## config.mk

```make
export PLATFORM = sky130hd
export DESIGN_NAME = pss_detector_top
export DESIGN_NICKNAME = d
export VERILOG_FILES = /design/src/verilog/pss_pkg.sv /design/src/verilog/axi_lite_slave.sv /design/src/verilog/pss_detector_regmap.sv /design/src/verilog/pss_peak_detector.sv /design/src/verilog/pss_detector_top.sv
export SDC_FILE = /design/constraint.sdc
export NUM_CORES = 1
export LEC_CHECK = 0
export BUFFER_PORTS_ARGS = -buffer_cell sky130_fd_sc_hd__buf_2
export CAP_MARGIN = 0
export CORE_ASPECT_RATIO = 0.5
export CORE_MARGIN = 2
export CORE_UTILIZATION = 59
export CTS_BUF_LIST = sky130_fd_sc_hd__clkbuf_2 sky130_fd_sc_hd__clkbuf_4 sky130_fd_sc_hd__clkbuf_8
export DETAILED_ROUTE_END_ITERATION = 16
export PLACE_DENSITY_LB_ADDON = 0.08
export SYNTH_ARGS = -nofsm -noshare
export SYNTH_HDL_FRONTEND = slang
export SYNTH_HIERARCHICAL = 1
export SYNTH_SLANG_ARGS = --single-unit
```

## constraint.sdc

```tcl
create_clock -name clk_i -period 7.3 [get_ports clk_i]
set_input_delay 0.73 -clock clk_i [delete_from_list [all_inputs] [get_ports clk_i]]
set_output_delay 0.73 -clock clk_i [all_outputs]
set_load 0.02 [all_outputs]
```

## src/verilog/pss_pkg.sv

```systemverilog
package pss_pkg;

    // bus geometry
    localparam int AXI_ADDR_W = 11;
    localparam int REG_ADDR_W = AXI_ADDR_W - 2;
    localparam int DATA_W     = 32;
    localparam int CORR_W     = 32;
    localparam int COUNT_W    = 32;
    localparam int SHIFT_W    = 8;
    localparam int NID2_W     = 2;

    typedef logic [AXI_ADDR_W-1:0] axi_addr_t;
    typedef logic [REG_ADDR_W-1:0] reg_addr_t;
    typedef logic [DATA_W-1:0]     data_t;
    typedef logic [CORR_W-1:0]     corr_t;
    typedef logic [COUNT_W-1:0]    count_t;
    typedef logic [SHIFT_W-1:0]    shift_t;
    typedef logic [NID2_W-1:0]     nid2_t;

    // register map, word addresses
    localparam reg_addr_t REG_VERSION     = 9'h000;
    localparam reg_addr_t REG_ID          = 9'h001;
    localparam reg_addr_t REG_MAGIC       = 9'h003;
    localparam reg_addr_t REG_STATUS      = 9'h005;
    localparam reg_addr_t REG_PEAK_CNT0   = 9'h008;
    localparam reg_addr_t REG_PEAK_CNT1   = 9'h009;
    localparam reg_addr_t REG_PEAK_CNT2   = 9'h00A;
    localparam reg_addr_t REG_NOISE_LIMIT = 9'h00B;
    localparam reg_addr_t REG_DET_SHIFT   = 9'h00C;

    // status word layout, last index sits in the low bits
    localparam int STATUS_DET_BIT = 8;

    localparam data_t  PCORE_VERSION    = 32'h0004_0069;
    // ascii "PSSD"
    localparam data_t  PSS_MAGIC        = 32'h5053_5344;
    localparam corr_t  INIT_NOISE_LIMIT = corr_t'(2 ** (CORR_W / 2));
    localparam shift_t INIT_DET_SHIFT   = 8'd4;

    localparam logic [1:0] AXI_RESP_OKAY = 2'b00;

endpackage

```

## src/verilog/axi_lite_slave.sv

```systemverilog
`timescale 1ns/1ps

module axi_lite_slave (
    input  logic                clk_i,
    input  logic                reset_ni,

    input  pss_pkg::axi_addr_t  s_axi_awaddr_i,
    input  logic                s_axi_awvalid_i,
    output logic                s_axi_awready_o,
    input  pss_pkg::data_t      s_axi_wdata_i,
    // byte strobes are not supported, every write is a full word
    input  logic [3:0]          s_axi_wstrb_i,
    input  logic                s_axi_wvalid_i,
    output logic                s_axi_wready_o,
    output logic [1:0]          s_axi_bresp_o,
    output logic                s_axi_bvalid_o,
    input  logic                s_axi_bready_i,
    input  pss_pkg::axi_addr_t  s_axi_araddr_i,
    input  logic                s_axi_arvalid_i,
    output logic                s_axi_arready_o,
    output pss_pkg::data_t      s_axi_rdata_o,
    output logic [1:0]          s_axi_rresp_o,
    output logic                s_axi_rvalid_o,
    input  logic                s_axi_rready_i,

    output logic                wreq_o,
    output pss_pkg::reg_addr_t  waddr_o,
    output pss_pkg::data_t      wdata_o,
    input  logic                wack_i,
    output logic                rreq_o,
    output pss_pkg::reg_addr_t  raddr_o,
    input  pss_pkg::data_t      rdata_i,
    input  logic                rack_i
);

    typedef enum logic [2:0] {
        IDLE,
        WREQ,
        WWAIT,
        WRESP,
        RREQ,
        RWAIT,
        RRESP
    } state_t;

    state_t             state_q;
    logic               arready_q;
    logic               awready_q;
    logic               ar_hs;
    logic               aw_hs;
    pss_pkg::reg_addr_t addr_q;
    pss_pkg::data_t     wdata_q;
    pss_pkg::data_t     rdata_q;

    // awready and wready share one flag, address and data are taken together
    assign ar_hs = arready_q && s_axi_arvalid_i;
    assign aw_hs = awready_q && s_axi_awvalid_i && s_axi_wvalid_i;

    always_ff @(posedge clk_i) begin
        if (!reset_ni) begin
            state_q   <= IDLE;
            arready_q <= 1'b0;
            awready_q <= 1'b0;
        end else begin
            case (state_q)
                IDLE: begin
                    if (ar_hs) begin
                        arready_q <= 1'b0;
                        state_q   <= RREQ;
                    end else if (aw_hs) begin
                        awready_q <= 1'b0;
                        state_q   <= WREQ;
                    end else if (!arready_q && !awready_q) begin
                        // reads win when both channels are pending
                        if (s_axi_arvalid_i) begin
                            arready_q <= 1'b1;
                        end else if (s_axi_awvalid_i && s_axi_wvalid_i) begin
                            awready_q <= 1'b1;
                        end
                    end
                end
                WREQ:    state_q <= WWAIT;
                WWAIT:   if (wack_i) state_q <= WRESP;
                WRESP:   if (s_axi_bready_i) state_q <= IDLE;
                RREQ:    state_q <= RWAIT;
                RWAIT:   if (rack_i) state_q <= RRESP;
                RRESP:   if (s_axi_rready_i) state_q <= IDLE;
                default: state_q <= IDLE;
            endcase
        end
    end

    // byte address to word address
    always_ff @(posedge clk_i) begin
        if (ar_hs) begin
            addr_q <= s_axi_araddr_i[pss_pkg::AXI_ADDR_W-1:2];
        end else if (aw_hs) begin
            addr_q  <= s_axi_awaddr_i[pss_pkg::AXI_ADDR_W-1:2];
            wdata_q <= s_axi_wdata_i;
        end
        if (state_q == RWAIT && rack_i) begin
            rdata_q <= rdata_i;
        end
    end

    assign s_axi_arready_o = arready_q;
    assign s_axi_awready_o = awready_q;
    assign s_axi_wready_o  = awready_q;
    assign s_axi_bvalid_o  = (state_q == WRESP);
    assign s_axi_bresp_o   = pss_pkg::AXI_RESP_OKAY;
    assign s_axi_rvalid_o  = (state_q == RRESP);
    assign s_axi_rdata_o   = rdata_q;
    assign s_axi_rresp_o   = pss_pkg::AXI_RESP_OKAY;

    assign wreq_o  = (state_q == WREQ);
    assign waddr_o = addr_q;
    assign wdata_o = wdata_q;
    assign rreq_o  = (state_q == RREQ);
    assign raddr_o = addr_q;

endmodule

```

## src/verilog/pss_detector_regmap.sv

```systemverilog
`timescale 1ns/1ps

module pss_detector_regmap #(
    parameter pss_pkg::data_t ID = '0
) (
    input  logic                clk_i,
    input  logic                reset_ni,

    input  pss_pkg::axi_addr_t  s_axi_awaddr_i,
    input  logic                s_axi_awvalid_i,
    output logic                s_axi_awready_o,
    input  pss_pkg::data_t      s_axi_wdata_i,
    input  logic [3:0]          s_axi_wstrb_i,
    input  logic                s_axi_wvalid_i,
    output logic                s_axi_wready_o,
    output logic [1:0]          s_axi_bresp_o,
    output logic                s_axi_bvalid_o,
    input  logic                s_axi_bready_i,
    input  pss_pkg::axi_addr_t  s_axi_araddr_i,
    input  logic                s_axi_arvalid_i,
    output logic                s_axi_arready_o,
    output pss_pkg::data_t      s_axi_rdata_o,
    output logic [1:0]          s_axi_rresp_o,
    output logic                s_axi_rvalid_o,
    input  logic                s_axi_rready_i,

    input  pss_pkg::count_t     cnt0_i,
    input  pss_pkg::count_t     cnt1_i,
    input  pss_pkg::count_t     cnt2_i,
    input  pss_pkg::nid2_t      last_nid2_i,
    input  logic                detected_i,
    output pss_pkg::corr_t      noise_limit_o,
    output pss_pkg::shift_t     det_shift_o
);

    logic               wreq;
    logic               rreq;
    logic               wack_q;
    logic               rack_q;
    pss_pkg::reg_addr_t waddr;
    pss_pkg::reg_addr_t raddr;
    pss_pkg::data_t     wdata;
    pss_pkg::data_t     rdata_q;
    pss_pkg::data_t     status_word;

    always_comb begin
        status_word = '0;
        status_word[pss_pkg::NID2_W-1:0] = last_nid2_i;
        status_word[pss_pkg::STATUS_DET_BIT] = detected_i;
    end

    // every request is answered on the following cycle
    always_ff @(posedge clk_i) begin
        if (!reset_ni) begin
            wack_q <= 1'b0;
            rack_q <= 1'b0;
        end else begin
            wack_q <= wreq;
            rack_q <= rreq;
        end
    end

    always_ff @(posedge clk_i) begin
        if (!reset_ni) begin
            noise_limit_o <= pss_pkg::INIT_NOISE_LIMIT;
            det_shift_o   <= pss_pkg::INIT_DET_SHIFT;
        end else if (wreq) begin
            // read-only addresses take the ack and drop the data
            if (waddr == pss_pkg::REG_NOISE_LIMIT) begin
                noise_limit_o <= wdata[pss_pkg::CORR_W-1:0];
            end
            if (waddr == pss_pkg::REG_DET_SHIFT) begin
                det_shift_o <= wdata[pss_pkg::SHIFT_W-1:0];
            end
        end
    end

    always_ff @(posedge clk_i) begin
        if (rreq) begin
            case (raddr)
                pss_pkg::REG_VERSION:     rdata_q <= pss_pkg::PCORE_VERSION;
                pss_pkg::REG_ID:          rdata_q <= ID;
                pss_pkg::REG_MAGIC:       rdata_q <= pss_pkg::PSS_MAGIC;
                pss_pkg::REG_STATUS:      rdata_q <= status_word;
                pss_pkg::REG_PEAK_CNT0:   rdata_q <= pss_pkg::data_t'(cnt0_i);
                pss_pkg::REG_PEAK_CNT1:   rdata_q <= pss_pkg::data_t'(cnt1_i);
                pss_pkg::REG_PEAK_CNT2:   rdata_q <= pss_pkg::data_t'(cnt2_i);
                pss_pkg::REG_NOISE_LIMIT: rdata_q <= pss_pkg::data_t'(noise_limit_o);
                pss_pkg::REG_DET_SHIFT:   rdata_q <= pss_pkg::data_t'(det_shift_o);
                default:                  rdata_q <= '0;
            endcase
        end
    end

    axi_lite_slave i_axi_lite_slave (
        .clk_i           (clk_i),
        .reset_ni        (reset_ni),
        .s_axi_awaddr_i  (s_axi_awaddr_i),
        .s_axi_awvalid_i (s_axi_awvalid_i),
        .s_axi_awready_o (s_axi_awready_o),
        .s_axi_wdata_i   (s_axi_wdata_i),
        .s_axi_wstrb_i   (s_axi_wstrb_i),
        .s_axi_wvalid_i  (s_axi_wvalid_i),
        .s_axi_wready_o  (s_axi_wready_o),
        .s_axi_bresp_o   (s_axi_bresp_o),
        .s_axi_bvalid_o  (s_axi_bvalid_o),
        .s_axi_bready_i  (s_axi_bready_i),
        .s_axi_araddr_i  (s_axi_araddr_i),
        .s_axi_arvalid_i (s_axi_arvalid_i),
        .s_axi_arready_o (s_axi_arready_o),
        .s_axi_rdata_o   (s_axi_rdata_o),
        .s_axi_rresp_o   (s_axi_rresp_o),
        .s_axi_rvalid_o  (s_axi_rvalid_o),
        .s_axi_rready_i  (s_axi_rready_i),
        .wreq_o          (wreq),
        .waddr_o         (waddr),
        .wdata_o         (wdata),
        .wack_i          (wack_q),
        .rreq_o          (rreq),
        .raddr_o         (raddr),
        .rdata_i         (rdata_q),
        .rack_i          (rack_q)
    );

endmodule

```

## src/verilog/pss_peak_detector.sv

```systemverilog
`timescale 1ns/1ps

module pss_peak_detector (
    input  logic             clk_i,
    input  logic             reset_ni,

    input  logic             corr_valid_i,
    input  pss_pkg::corr_t   corr_mag0_i,
    input  pss_pkg::corr_t   corr_mag1_i,
    input  pss_pkg::corr_t   corr_mag2_i,
    input  pss_pkg::corr_t   energy_i,

    input  pss_pkg::corr_t   noise_limit_i,
    input  pss_pkg::shift_t  det_shift_i,

    output logic             peak_valid_o,
    output pss_pkg::nid2_t   peak_nid2_o,
    output pss_pkg::count_t  cnt0_o,
    output pss_pkg::count_t  cnt1_o,
    output pss_pkg::count_t  cnt2_o,
    output pss_pkg::nid2_t   last_nid2_o,
    output logic             detected_o
);

    pss_pkg::corr_t  mag [3];
    pss_pkg::corr_t  energy_thr;
    logic [2:0]      pass;
    pss_pkg::nid2_t  first_pass;
    pss_pkg::count_t cnt_q [3];
    logic            peak_valid_q;
    pss_pkg::nid2_t  last_nid2_q;
    logic            detected_q;

    assign mag[0] = corr_mag0_i;
    assign mag[1] = corr_mag1_i;
    assign mag[2] = corr_mag2_i;

    // scaled energy, bits shifted past CORR_W are lost
    assign energy_thr = energy_i << det_shift_i;

    always_comb begin
        for (int k = 0; k < 3; k++) begin
            pass[k] = (mag[k] > noise_limit_i) && (mag[k] > energy_thr);
        end
    end

    // lowest passing candidate wins
    always_comb begin
        if (pass[0]) begin
            first_pass = 2'd0;
        end else if (pass[1]) begin
            first_pass = 2'd1;
        end else begin
            first_pass = 2'd2;
        end
    end

    always_ff @(posedge clk_i) begin
        if (!reset_ni) begin
            peak_valid_q <= 1'b0;
            last_nid2_q  <= '0;
            detected_q   <= 1'b0;
            for (int k = 0; k < 3; k++) begin
                cnt_q[k] <= '0;
            end
        end else begin
            peak_valid_q <= corr_valid_i && (|pass);
            if (corr_valid_i && (|pass)) begin
                last_nid2_q <= first_pass;
                detected_q  <= 1'b1;
            end
            // counters wrap on overflow
            for (int k = 0; k < 3; k++) begin
                if (corr_valid_i && pass[k]) begin
                    cnt_q[k] <= cnt_q[k] + 1'b1;
                end
            end
        end
    end

    assign peak_valid_o = peak_valid_q;
    assign peak_nid2_o  = last_nid2_q;
    assign last_nid2_o  = last_nid2_q;
    assign detected_o   = detected_q;
    assign cnt0_o       = cnt_q[0];
    assign cnt1_o       = cnt_q[1];
    assign cnt2_o       = cnt_q[2];

endmodule

```

## src/verilog/pss_detector_top.sv

```systemverilog
`timescale 1ns/1ps

module pss_detector_top #(
    parameter pss_pkg::data_t ID = '0
) (
    input  logic                clk_i,
    input  logic                reset_ni,

    input  pss_pkg::axi_addr_t  s_axi_awaddr_i,
    input  logic                s_axi_awvalid_i,
    output logic                s_axi_awready_o,
    input  pss_pkg::data_t      s_axi_wdata_i,
    input  logic [3:0]          s_axi_wstrb_i,
    input  logic                s_axi_wvalid_i,
    output logic                s_axi_wready_o,
    output logic [1:0]          s_axi_bresp_o,
    output logic                s_axi_bvalid_o,
    input  logic                s_axi_bready_i,
    input  pss_pkg::axi_addr_t  s_axi_araddr_i,
    input  logic                s_axi_arvalid_i,
    output logic                s_axi_arready_o,
    output pss_pkg::data_t      s_axi_rdata_o,
    output logic [1:0]          s_axi_rresp_o,
    output logic                s_axi_rvalid_o,
    input  logic                s_axi_rready_i,

    // one sample per cycle from the correlator
    input  logic                corr_valid_i,
    input  pss_pkg::corr_t      corr_mag0_i,
    input  pss_pkg::corr_t      corr_mag1_i,
    input  pss_pkg::corr_t      corr_mag2_i,
    input  pss_pkg::corr_t      energy_i,

    output logic                peak_valid_o,
    output pss_pkg::nid2_t      peak_nid2_o
);

    pss_pkg::corr_t  noise_limit;
    pss_pkg::shift_t det_shift;
    pss_pkg::count_t cnt0;
    pss_pkg::count_t cnt1;
    pss_pkg::count_t cnt2;
    pss_pkg::nid2_t  last_nid2;
    logic            detected;

    pss_peak_detector i_pss_peak_detector (
        .clk_i         (clk_i),
        .reset_ni      (reset_ni),
        .corr_valid_i  (corr_valid_i),
        .corr_mag0_i   (corr_mag0_i),
        .corr_mag1_i   (corr_mag1_i),
        .corr_mag2_i   (corr_mag2_i),
        .energy_i      (energy_i),
        .noise_limit_i (noise_limit),
        .det_shift_i   (det_shift),
        .peak_valid_o  (peak_valid_o),
        .peak_nid2_o   (peak_nid2_o),
        .cnt0_o        (cnt0),
        .cnt1_o        (cnt1),
        .cnt2_o        (cnt2),
        .last_nid2_o   (last_nid2),
        .detected_o    (detected)
    );

    pss_detector_regmap #(
        .ID (ID)
    ) i_pss_detector_regmap (
        .clk_i           (clk_i),
        .reset_ni        (reset_ni),
        .s_axi_awaddr_i  (s_axi_awaddr_i),
        .s_axi_awvalid_i (s_axi_awvalid_i),
        .s_axi_awready_o (s_axi_awready_o),
        .s_axi_wdata_i   (s_axi_wdata_i),
        .s_axi_wstrb_i   (s_axi_wstrb_i),
        .s_axi_wvalid_i  (s_axi_wvalid_i),
        .s_axi_wready_o  (s_axi_wready_o),
        .s_axi_bresp_o   (s_axi_bresp_o),
        .s_axi_bvalid_o  (s_axi_bvalid_o),
        .s_axi_bready_i  (s_axi_bready_i),
        .s_axi_araddr_i  (s_axi_araddr_i),
        .s_axi_arvalid_i (s_axi_arvalid_i),
        .s_axi_arready_o (s_axi_arready_o),
        .s_axi_rdata_o   (s_axi_rdata_o),
        .s_axi_rresp_o   (s_axi_rresp_o),
        .s_axi_rvalid_o  (s_axi_rvalid_o),
        .s_axi_rready_i  (s_axi_rready_i),
        .cnt0_i          (cnt0),
        .cnt1_i          (cnt1),
        .cnt2_i          (cnt2),
        .last_nid2_i     (last_nid2),
        .detected_i      (detected),
        .noise_limit_o   (noise_limit),
        .det_shift_o     (det_shift)
    );

endmodule

```

==> impl.org, run 1 <==
** STA
- Final worst-path cycle share :: 0.792
- At the pin with the least slew margin, the transition time is approximately 1.1 ns.
- TNS Setup :: 0 ns
- Setup repair after global routing missed its margin :: no
- Across the routed clock network, the largest skew measured is 0.0251 ns.
- Static timing analysis puts the maximum clock frequency at 173 MHz.
- Endpoints failing hold :: 0
- The worst pin sits at a relative slew slack of 0.266.
- The smallest clock period supported by the final layout is computed as 5.78 ns.
- Setup violations remaining at the end of the flow were counted as 0.
- The final number of max-transition violations is 0.

** Clock tree
- Post-CTS repair changed the size of 0 cells.
- Hold repair after CTS inserted 0 buffers.
- Maximum buffer depth of the clock tree :: 3
- Clock-pin slew was measured on the worst setup and hold paths at ~0.06 ns.
- Number of clock sinks :: roughly 250
- TritonCTS built the clock tree.
- In this run the number of H-tree levels came out at 2.
- Once the clock tree was built, the setup fixing pass inserted 0 buffers.
- The number of clock buffers added by TritonCTS is 40.
- The later pin in the worst-skew pair is clocked with a latency of 0.54 ns.
- Clock root buffer master :: clkbuf_8

** Critical path
- Highest net fanout along the worst path :: 50
- Critical path type :: reg2reg
- Data on the critical path arrives at its endpoint at between 6 and 7 ns.
- STA puts the critical path data required time at 7.58 ns.
- Element type at the critical path end :: register
- Startpoint type of the worst setup path :: register
- Across all register-to-register paths, the minimum setup slack is roughly 1.5 ns.
- R2R Path End :: i_pss_peak_detector/cnt_q[0][14]
- FF-to-FF path depth :: 17
- Launch instance of the worst register-to-register path :: i_pss_detector_regmap/det_shift_o[1]

** Global route
- Combined global-route utilization of all metal layers :: 0.339
- After global routing the overflow that remains totals 0.
- Wire length of the first global-routing pass :: 81.2 mm
- Entering global routing, the biggest net connects 53 pins.
- The initial antenna violation count came to 2.
- Number of global-route vias before repair :: between 10000 and 15000

** Logic synthesis
- Register bit total from synthesis :: 252
- Post-synth EDFFs :: 201
- Prevailing post-synth register cell :: edfxtp_1
- Share of flip-flops with an asynchronous set or reset after synthesis :: 0
- Netlist area before placement :: 17600 um2
- Ys Warns :: 6
- Mean instance size in the synthesized netlist :: 10.2 um2
- For this run, the register share of the synthesized area comes to 0.401.
- Cell count after synthesis :: around 1700
- In this run, distinct cell masters in the synthesized netlist total 76.

** Drt
- Final antenna-violating net count :: 0
- Post-route DRC violation count :: 0
- For this block, the routed nets add up to 54.0 mm of wire.
- In this run, the number of DRC markers left after iteration 0 of detailed routing was 1677.
- In the routed layout, each cell is associated on average with a via count of 6.31.
- Total iterations of the first detailed-routing run :: 5
- Vias :: between 10000 and 15000
- After detailed routing, the average wire length per cell comes to 23.0 um.

** Worst hold path
- Classification of the worst-slack hold path :: in2reg
- The path with the worst hold slack has its endpoint at i_pss_detector_regmap/i_axi_lite_slave/wdata_o[30].
- Cell depth of the worst min-delay path :: 1
- Worst min-delay path startpoint :: s_axi_wdata_i[30]

** Floorplan
- The die is 248 um wide.
- After floorplanning, the core was divided into 44 placement rows.
- The region available for standard cell placement spans 29200 um2.
- IO Pins :: about 240
- The floorplan step set the die height to 126 um.
- For this configuration, the core starts out at a cell density of 0.603.
- Overall die area :: 31300 um2

** Finish
- Post-layout nets :: 2317
- Most common cell after layout, fill and taps aside :: buf_2
- Number of diodes :: 0
- Share of layout cells above drive strength 1 :: 0.193
- In the layout the commonest cells are buf_2 (225), edfxtp_1 (201), ha_1 (195), nor2_1 (165), nand2_1 (141).
- Final core utilization :: 0.676
- Relative area change from synthesis to final layout :: 12.1%
- Filler Cells Inserted :: ~2200

** Power
- VDD sags by at most 179 uV.
- The analysis attributes to cell leakage a power of 8.09 nW.
- In this run the power density over the cells is about 180 nW/um2.

** Place
- Final HPWL DP :: 42.5 mm
- At the end of routability-driven placement, the weighted congestion stood at 0.938.
- Port buffering added 225 buffers.

** Status
- The flow ran to the end, and the final reports show no timing, DRC or antenna violations.

** Run
- The tool flagged a number of max-cap violations equal to 0.
-- layout make-up --
| cell class | count | area (um2) | share of cell area |
|---|---|---|---|
| Sequential cell | 252 | 7060 | 0.358 |
| Inverter | 71 | 267 | 0.0135 |
| Clock inverter | 17 | 77.6 | 0.00393 |
| Multi-Input combinational cell | 1319 | 9860 | 0.500 |
| Timing Repair Buffer | 244 | 1280 | 0.0649 |
| Clock buffer | 57 | 703 | 0.0356 |
| Tap cell | 391 | 489 | 0.0248 |
-- cell usage after synthesis, types with 5 or more instances --
library cell | instances | area (um2)
and4_1 | 12 | 105
a31oi_1 | 6 | 37.5
xnor2_1 | 40 | 350
buf_4 | 17 | 128
and2_1 | 17 | 106
nor2b_1 | 53 | 332
dfxtp_1 | 51 | 1020
mux2i_1 | 72 | 721
a22o_1 | 5 | 43.8
nor4_1 | 12 | 75.1
buf_6 | 7 | 78.8
and3_1 | 20 | 125
nand2_1 | 142 | 533
edfxtp_1 | 201 | 6040
clkbuf_1 | 29 | 109
buf_1 | 12 | 45.0
a221o_1 | 13 | 130
a21o_1 | 31 | 233
nor2_1 | 168 | 631
a21oi_1 | 83 | 415
nand3_1 | 87 | 435
mux2_2 | 21 | 236
nor3_1 | 17 | 85.1
xor2_1 | 51 | 447
o211ai_1 | 13 | 97.6
nand2b_1 | 5 | 31.3
ha_1 | 195 | 2440
mux4_2 | 28 | 631
a22oi_1 | 6 | 45.0
nand4_1 | 55 | 344
a221oi_1 | 5 | 43.8
a211oi_1 | 8 | 60.1
buf_2 | 19 | 95.1
inv_1 | 70 | 263
o22ai_1 | 14 | 87.6
o31ai_1 | 6 | 45.0
o21ai_0 | 58 | 290
-- worst max-delay path: stages, from the launching register on --
cell       delay [ns]
dfxtp_1          0.66
buf_4            0.43
mux4_2           0.27
nand3_1          0.07
o21ai_0          0.24
nor2_1           0.08
a21oi_1          0.25
nand2_1          0.20
ha_1             0.39
a21oi_1          0.13
nand2_1          0.07
a221o_1          0.35
a211o_1          0.30
a2111oi_0        0.65
nand4b_1         0.35
a31o_4           0.62
buf_4            0.33
nor2_1           0.08
-- worst max path at each step --
stage	startpoint	endpoint	slack (ns)
final	i_pss_detector_regmap/det_shift_o[1]	i_pss_peak_detector/cnt_q[0][14]	1.52
after global routing	i_pss_detector_regmap/det_shift_o[1]	i_pss_peak_detector/cnt_q[0][42]	1.19
after CTS	i_pss_detector_regmap/det_shift_o[0]	i_pss_peak_detector/cnt_q[0][42]	1.55
after detailed placement	i_pss_detector_regmap/det_shift_o[0]	i_pss_peak_detector/cnt_q[0][14]	1.59
after global placement	i_pss_detector_regmap/det_shift_o[0]	i_pss_peak_detector/cnt_q[0][11]	1.64
after floorplan	i_pss_detector_regmap/det_shift_o[0]	i_pss_peak_detector/cnt_q[0][0]	2.67
-- kinds of logic after synthesis --
group	count (synthesis)	share of synthesized area
AOI/OAI and AO/OA	291	0.109
other	1	0.000213
and+or+nand+nor	617	0.175
buffers and inverters	155	0.0410
adders and majority gates	195	0.139
DFF	252	0.401
xor gates and xnor gates	91	0.0453
muxes	121	0.0902
-- where the power goes --
group	internal, mW	switching [mW]
sequential	1.65	0.0975
clock	0.624	0.540
combinational	0.260	0.355
total	2.54	0.993
-- state kept, by name (all words and copies together), names as in the netlist, 2 cells and up --
register / cells
i_pss_detector_regmap/i_axi_lite_slave/raddr_o: 9
i_pss_peak_detector/last_nid2_o: 2
i_pss_detector_regmap/i_axi_lite_slave/wdata_o: 32
i_pss_detector_regmap/det_shift_o: 8
i_pss_peak_detector/cnt_q: 96
i_pss_detector_regmap/noise_limit_o: 32
i_pss_detector_regmap/i_axi_lite_slave/s_axi_rdata_o: 32
i_pss_detector_regmap/i_axi_lite_slave/state_q: 3
i_pss_detector_regmap/rdata_q: 32
-- per-layer routing --
| metal | GRT usage | share of wire |
|---|---|---|
| met5 | 0 | 0 |
| met4 | 0.0623 | 0.016 |
| met3 | 0.0516 | 0.094 |
| met2 | 0.533 | 0.45 |
| met1 | 0.503 | 0.44 |
-- through the flow --
step / cell area [um2] / std cells / hold WS [ns] / setup slack [ns] / power [mW]
2_1_floorplan: 17600 / 1726 / 0.400 / 2.67 / 2.17
3_3_place_gp: 19000 / 2277 / 0.402 / 1.64 / 2.35
3_5_place_dp: 19000 / 2277 / 0.405 / 1.59 / 2.38
4_1_cts: 19700 / 2351 / 0.352 / 1.55 / 3.53
5_1_grt: 19700 / 2351 / 0.354 / 1.19 / 3.68
6_report: 19700 / 2351 / 0.374 / 1.52 / 3.53
Note: power is estimated with default switching activity, not from simulation.
==> run 2: changes to the inputs <==
==> constraint.sdc (replaced) <==
create_clock -name clk_i -period 5.8 [get_ports clk_i]
set_input_delay 0.58 -clock clk_i [delete_from_list [all_inputs] [get_ports clk_i]]
set_output_delay 0.58 -clock clk_i [all_outputs]
set_load 0.02 [all_outputs]
==> run 2 against run 1 <==
Design area rose by 0.57%. Wire length rose by 4.7%. Setup slack got worse by 1.2 ns. Clock skew rose by 0.0035 ns. Core utilization rose by 0.39 points. Maximum frequency rose by 5.6%. Critical endpoint is now i_pss_peak_detector/cnt_q[0][83].
==> impl.org, run 2 (synthesis results as in run 1) <==
** Status
- The flow ran to the end, and the final reports show no timing, DRC or antenna violations.

** STA
- Setup violations remaining at the end of the flow were counted as 0.
- Setup total negative slack on the finished layout was measured at 0 ns.
- Highest clock rate :: 183 MHz
- Pin slew with the least headroom to its limit :: 1.11 ns
- Worst rel slew slack :: 0.259
- Clock skew on the completed layout was measured at 0.0286 ns.
- On the final layout, the worst hold slack is 0.226 ns.
- Endpoints failing hold :: 0
- Final worst-path cycle share :: 0.944
- Setup repair after global routing missed its margin :: no
- The final number of max-transition violations is 0.
- Fin crit period :: 5.47 ns

** Critical path
- For this design, the slowest cell found on the critical path is dfxtp_1.
- The worst setup path is of the reg2reg kind.
- Data on the critical path is required at its endpoint by between 6 and 7 ns.
- Worst-path cell chain :: buf_4 > mux4_2 > nand3_1 > o21ai_0 > inv_1 > a21oi_1 > nand2_1 > ha_1 > nand4_1 > nor2_1 > a221o_1 > a211o_1 > a2111oi_0 > nand4b_1 > a31o_4 > buf_12 > nor2_1
- The kind of cell with the highest combined delay along the critical path is compound AO/OA/AOI/OAI gates.
- Highest net fanout along the worst path :: 73
- The number of buffers and inverters on the critical path is 3.
- Flop-to-flop setup slack :: 0.33 ns
- STA classifies the critical path startpoint as a register.
- Element type at the critical path end :: register
- At the worst endpoint, the arrival time is 5.74 ns.
- The cell that appears most often on the critical path is nor2_1.
- Critical path's largest stage delay :: 0.79 ns

** Global route
- Number of global-route vias before repair :: roughly 14000
- Overflow left after global routing :: 0
- Initial antenna violation count :: 0
- Across every metal layer, demand over resource in global routing totals 0.356.
- Maximum number of pins on one net before global-route repair :: 74
- The first global-routing pass estimated 84.0 mm of wire.

** Floorplan
- Initial core utilization :: 0.603
- Chip Width :: 248 um
- The initialized floorplan defines 44 standard-cell rows.
- Floorplan Core Area :: between 20000 and 30000 um2
- Overall die area :: 31300 um2
- ~240 I/O pins were placed.
- The die is 126 um tall.

** Clock tree
- The tree built by TritonCTS fans out to 252 sinks.
- Counting the buffers created by CTS gives 40.
- Post-CTS Setup Repair Bufs :: 0
- Buffers inserted to repair hold after CTS numbered 0.
- CTS clk-pin slew, worst paths :: 0.06 ns
- CTS built an H-tree with a depth of 2.
- Once the clock tree was built, the resizer swapped 0 gates to a different size.
- Clock root buffer master :: clkbuf_8
- The longest clock path from root to sink contains 3 buffers.
- TritonCTS built the clock tree.
- The later pin in the worst-skew pair is clocked with a latency of 0.55 ns.

** Drt
- In the routed layout, each cell is associated on average with a via count of 6.40.
- After detailed routing, the average wire length per cell comes to 24.0 um.
- After detailed routing, the number of remaining DRC violations is 0.
- Metal1 wirelength :: 25.7 mm
- Total iterations of the first detailed-routing run :: 6
- Initial detailed-routing violation count :: 1622
- Signal routing reaches up to met4.
- Final antenna-violating net count :: 0
- In the detailed route, the total length drawn on met2 is 25.1 mm.
- Summed over all nets, wire length on met3 after detailed routing comes to between 4 and 5 mm.
- Across all layers, the routed design uses 15087 vias.
- For this block, the routed nets add up to 56.5 mm of wire.

** Run
- Max-cap violations in this run came to 0.

** Finish
- The repair_antennas step left the layout with diodes totalling 0.
- Of the cells placed in the final design, the portion with a size suffix greater than 1 is 0.198.
- Flip-flop count of the largest register, all copies and words added :: 96
- Measured on the finished design, the core utilization comes to 0.680.
- Relative area change from synthesis to final layout :: 12.8%
- Sequential cell area :: ~7100 um2
- Post-layout nets :: around 2300
- Summing all multi-input logic gate instances after layout gives 9860 um2.
- Largest register by flop count :: i_pss_peak_detector/cnt_q
- The library cell used most frequently in the layout, excluding fill and tap cells, is buf_2.
- Filler Cells Inserted :: 2196
- The library cells used most frequently in the layout, excluding fill and tap cells, are buf_2 (225), edfxtp_1 (201), ha_1 (195), nor2_1 (165), nand2_1 (142).
- Non-filler instance count after layout :: 2357
- Finished Cell Area :: 19900 um2

** Place
- Number of buffers inserted by port buffering :: 225
- Summing all placed instances gives a cell area of 19000 um2.
- The congestion estimate from routability-driven global placement came to 0.962.
- After legalization and detailed placement, the total HPWL measured roughly 44 mm.
- The number of placed instances, taps included, is roughly 2300.

** Power
- IR analysis of the VDD net gives a maximum drop of 268 uV.
- Leakage :: 8.16 nW
- In this run the power density over the cells is ~230 nW/um2.

** Worst hold path
- Classification of the worst-slack hold path :: in2reg
## run 2: changes by cell type in the layout (fill, tap and decap cells not counted)
cell / delta
nand2_1: +1
bufinv_16: +1
clkbuf_4: +8
clkinv_1: -7
buf_12: +1
clkinv_2: -6
nand2_2: -1
clkbuf_8: -1
buf_4: +10
## run 2: path summary, 6_finish.rpt
check                                       start                                                  to  depth (start not counted)
max          i_pss_detector_regmap/det_shift_o[1]                    i_pss_peak_detector/cnt_q[0][83]                         17
min                             s_axi_wdata_i[24]  i_pss_detector_regmap/i_axi_lite_slave/wdata_o[24]                          1
max reg2reg  i_pss_detector_regmap/det_shift_o[1]                    i_pss_peak_detector/cnt_q[0][83]                         17
min reg2reg     i_pss_detector_regmap/rdata_q[22]                                            register                          0
## run 2: final cells by class
| class | instances | area share |
|---|---|---|
| multi-input cells | 1319 | 0.497 |
| flip-flops and latches | 252 | 0.356 |
| repair buffers | 255 | 0.0693 |
| clock buffers | 64 | 0.0378 |
| well taps | 391 | 0.0246 |
| inverters | 71 | 0.0134 |
| clock inverters | 5 | 0.00258 |
## run 2: metrics by stage
stage | worst slack (ns) | power [mW]
after floorplan | 1.17 | 2.73
after global placement | 0.632 | 2.96
after detailed placement | 0.475 | 3.00
after CTS | 0.452 | 4.51
after global routing | 0.155 | 4.68
final | 0.327 | 4.51
## run 2: report_power, final
| group | switching, mW | leakage [nW] | internal (mW) |
|---|---|---|---|
| registers | 0.124 | 2.37 | 2.08 |
| logic | 0.456 | 5.35 | 0.333 |
| clock network | 0.659 | 0.431 | 0.859 |
## run 2: worst reg2reg max path: stages (launching register included)
cell and delay [ns]:
dfxtp_1 0.79, buf_4 0.40, mux4_2 0.26, nand3_1 0.09, o21ai_0 0.16, inv_1 0.10
a21oi_1 0.25, nand2_1 0.19, ha_1 0.38, nand4_1 0.15, nor2_1 0.07, a221o_1 0.30
a211o_1 0.30, a2111oi_0 0.75, nand4b_1 0.34, a31o_4 0.23, buf_12 0.29, nor2_1 0.15
## run 2: per-layer routing
layer	vias up	global-route usage
met5	-	0
met4	0	0.0669
met3	81	0.0360
met2	766	0.559
met1	7397	0.539
li1	6843	-
==> run 3: changes to the inputs <==
--- a/config.mk
+++ b/config.mk
@@ -12,6 +12,7 @@
 export CORE_UTILIZATION = 59
 export CTS_BUF_LIST = sky130_fd_sc_hd__clkbuf_2 sky130_fd_sc_hd__clkbuf_4 sky130_fd_sc_hd__clkbuf_8
 export DETAILED_ROUTE_END_ITERATION = 16
+export MAX_ROUTING_LAYER = met4
 export PLACE_DENSITY_LB_ADDON = 0.08
 export SYNTH_ARGS = -nofsm -noshare
 export SYNTH_HDL_FRONTEND = slang
==> run 3 against run 2 <==
Die area unchanged. Maximum frequency shrank 2.4%. Global-route usage grew 0.78 points. Power down 2.3%. Combinational power down 0.9%. Clock power decreased by 7%. Hold slack got worse by 0.019 ns. Critical endpoint is now i_pss_peak_detector/cnt_q[0][37].
==> impl.org, run 3 (synthesis results as in run 1) <==
** Clock tree
- Once the clock tree was built, the setup fixing pass inserted 0 buffers.
- Clock tree synthesis found a total of 252 sinks.
- Source-to-sink clock delay at the later pin of the worst-skew pair :: ~0.56 ns
- Maximum buffer depth of the clock tree :: 3
- Post-CTS sizing :: 0
- The number of hold buffers added after CTS was 0.
- CTS clk-pin slew, worst paths :: 0.06 ns
- Maximum level of the CTS H-tree :: 2
- TritonCTS created 40 clock buffers.
- TritonCTS built the clock tree.
- The cell sitting at the root of the clock tree is a clkbuf_8.

** Floorplan
- The die is approximately 130 um tall.
- The total area inside the core boundary comes to 29200 um2.
- Chip Width :: approximately 250 um
- IO Pins :: 238
- Row count :: 44
- The initial utilization of the core area, before any placement, comes to 0.603.
- Overall die area :: 31300 um2

** Status
- Outcome :: finished, final reports clean

** Power
- The internal portion of the total power is 3.16 mW.
- VDD IR-drop max :: 276 uV
- Switching part of the total power :: 0.283
- Total power density per cell area :: 223 nW/um2
- The share of total power dissipated in the clock network is 0.322.
- Combinational power share :: 0.177
- For this design the total switching power over the nets is 1.25 mW.
- Leakage :: 8.09 nW
- Register share of total power :: 0.501

** STA
- For the pin with the worst max-slew slack, the measured transition is 1.10 ns.
- Highest clock rate :: 178 MHz
- The final number of max-transition violations is 0.
- Clock skew on the completed layout was measured at 0.0288 ns.
- Subtracting the final worst setup slack from the clock period gives 5.61 ns.
- Dividing the final minimum period by the clock period gives 0.967.
- # setup viols final :: 0
- Crit path setup slack, layout :: 0.191 ns
- After routing, the total negative slack on setup checks comes to 0 ns.
- Endpoints failing hold :: 0
- Setup repair after global routing left no endpoint under its margin.
- Worst rel slew slack :: 0.258

** Finish
- The register with the most flip-flops in the layout has 96 of them.
- Of the cells placed in the final design, the portion with a size suffix greater than 1 is 0.190.
- Finished Cell Area :: 19800 um2
- The library cells used most frequently in the layout, excluding fill and tap cells, are buf_2 (225), edfxtp_1 (201), ha_1 (195), nor2_1 (165), nand2_1 (142).
- Post-layout nets :: 2323
- The number of antenna diodes in the final layout is 0.
- For this run, the share of the core covered by cells in the final layout is 0.677.
- Most common cell after layout, fill and taps aside :: buf_2
- Largest register by flop count :: i_pss_peak_detector/cnt_q
- Relative area change from synthesis to final layout :: 12.3%
- After the flow finishes, the layout carries non-filler instances totaling 2354.

** Place
- Input and output buffers added on the ports amount to 225.
- Final HPWL DP :: 43.9 mm
- DP Area :: around 19000 um2
- Instance count after placement with tap cells included :: 2283
- Post-placement setup slack :: 0.391 ns
- Routability-driven placement congestion ratio :: 1.00

** Critical path
- STA classifies the critical path startpoint as a register.
- The number of cells on the worst reg-to-reg path is 16.
- The critical path in this run is classified as reg2reg.
- The worst setup path is captured at a register.
- Critical path required time :: 6.09 ns
- Arrival time at the worst endpoint :: 5.90 ns
- Highest net fanout along the worst path :: 55

** Drt
- Post-route DRC violation count :: 0
- After detailed routing, the average wire length per cell comes to 23.6 um.
- Vias :: 15018
- After the first detailed-routing iteration, the DRC count stood at about 1800.
- Using the TritonRoute via totals, the vias-per-cell ratio works out to 6.38.
- Total wire length :: about 56 mm
- For this run, the detailed router's first-pass iteration total came to 6.
- Once detail routing completed, the nets flagged for antenna violations numbered 0.

** Run
- Across the run, the number of max-cap violations was 0.

** Global route
- The via count of the first global-routing pass is 14088.
- The initial antenna violation count is 3.
- After global routing the overflow that remains totals 0.
- Maximum number of pins on one net before global-route repair :: 56
- For this run, the total global-route usage over all layers was measured as 0.364.
- The first global-routing pass estimated 83.7 mm of wire.

** Worst hold path
- The tightest min-delay check is of the in2reg type.
- Counting instances, the worst hold path has a depth of 1.
==> run 3: final cells by class <==
class | count | area [um2]
multi-input combinational | 1319 | 9860
fill | 2175 | 9410
tap | 391 | 489
timing repair buffer | 250 | 1350
clock inverter | 18 | 73.8
sequential | 252 | 7060
clock buffer | 53 | 667
inverter | 71 | 267
==> run 3: through the flow <==
step,total power [mW],hold WS (ns)
6_report,4.41,0.207
3_3_place_gp,2.96,0.403
5_1_grt,4.58,0.199
4_1_cts,4.40,0.200
2_1_floorplan,2.73,0.400
3_5_place_dp,3.00,0.405
==> run 3: path summary, 6_finish.rpt <==
kind	slack, ns	end	startpoint
worst max-delay path	0.19	i_pss_peak_detector/cnt_q[0][37]	i_pss_detector_regmap/det_shift_o[0]
worst min register to register	0.42	register	i_pss_detector_regmap/rdata_q[23]
worst max register to register	0.19	i_pss_peak_detector/cnt_q[0][37]	i_pss_detector_regmap/det_shift_o[0]
worst min-delay path	0.21	i_pss_detector_regmap/i_axi_lite_slave/wdata_o[22]	s_axi_wdata_i[22]
==> run 3: worst max-delay path: stages (launching register included) <==
cell	delay, ns
dfxtp_2	0.77
buf_4	0.39
mux4_2	0.53
nand2_1	0.10
o21ai_0	0.13
nand2_1	0.10
o21ai_0	0.09
a21oi_1	0.48
ha_1	0.37
a21oi_1	0.17
o21ai_0	0.18
a221o_1	0.44
a2111oi_0	0.55
nand4b_1	0.33
a31o_4	0.29
buf_12	0.26
nor2_1	0.10
==> run 3: metal layers <==
metal,up-vias,share of wire,global-route usage
li1,6839,-,-
met1,7302,0.44,0.531
met2,786,0.44,0.550
met3,91,0.093,0.0428
met4,0,0.020,0.0718
met5,-,0,-
==> run 3: power groups by stage <==
| stage | sequential, mW | clock (mW) | combinational (mW) |
|---|---|---|---|
| global route | 2.22 | 1.50 | 0.855 |
| global placement | 2.23 | 0 | 0.730 |
| CTS | 2.20 | 1.42 | 0.768 |
| finish | 2.21 | 1.42 | 0.782 |
| floorplan | 2.19 | 0 | 0.536 |
| detailed placement | 2.24 | 0 | 0.761 |
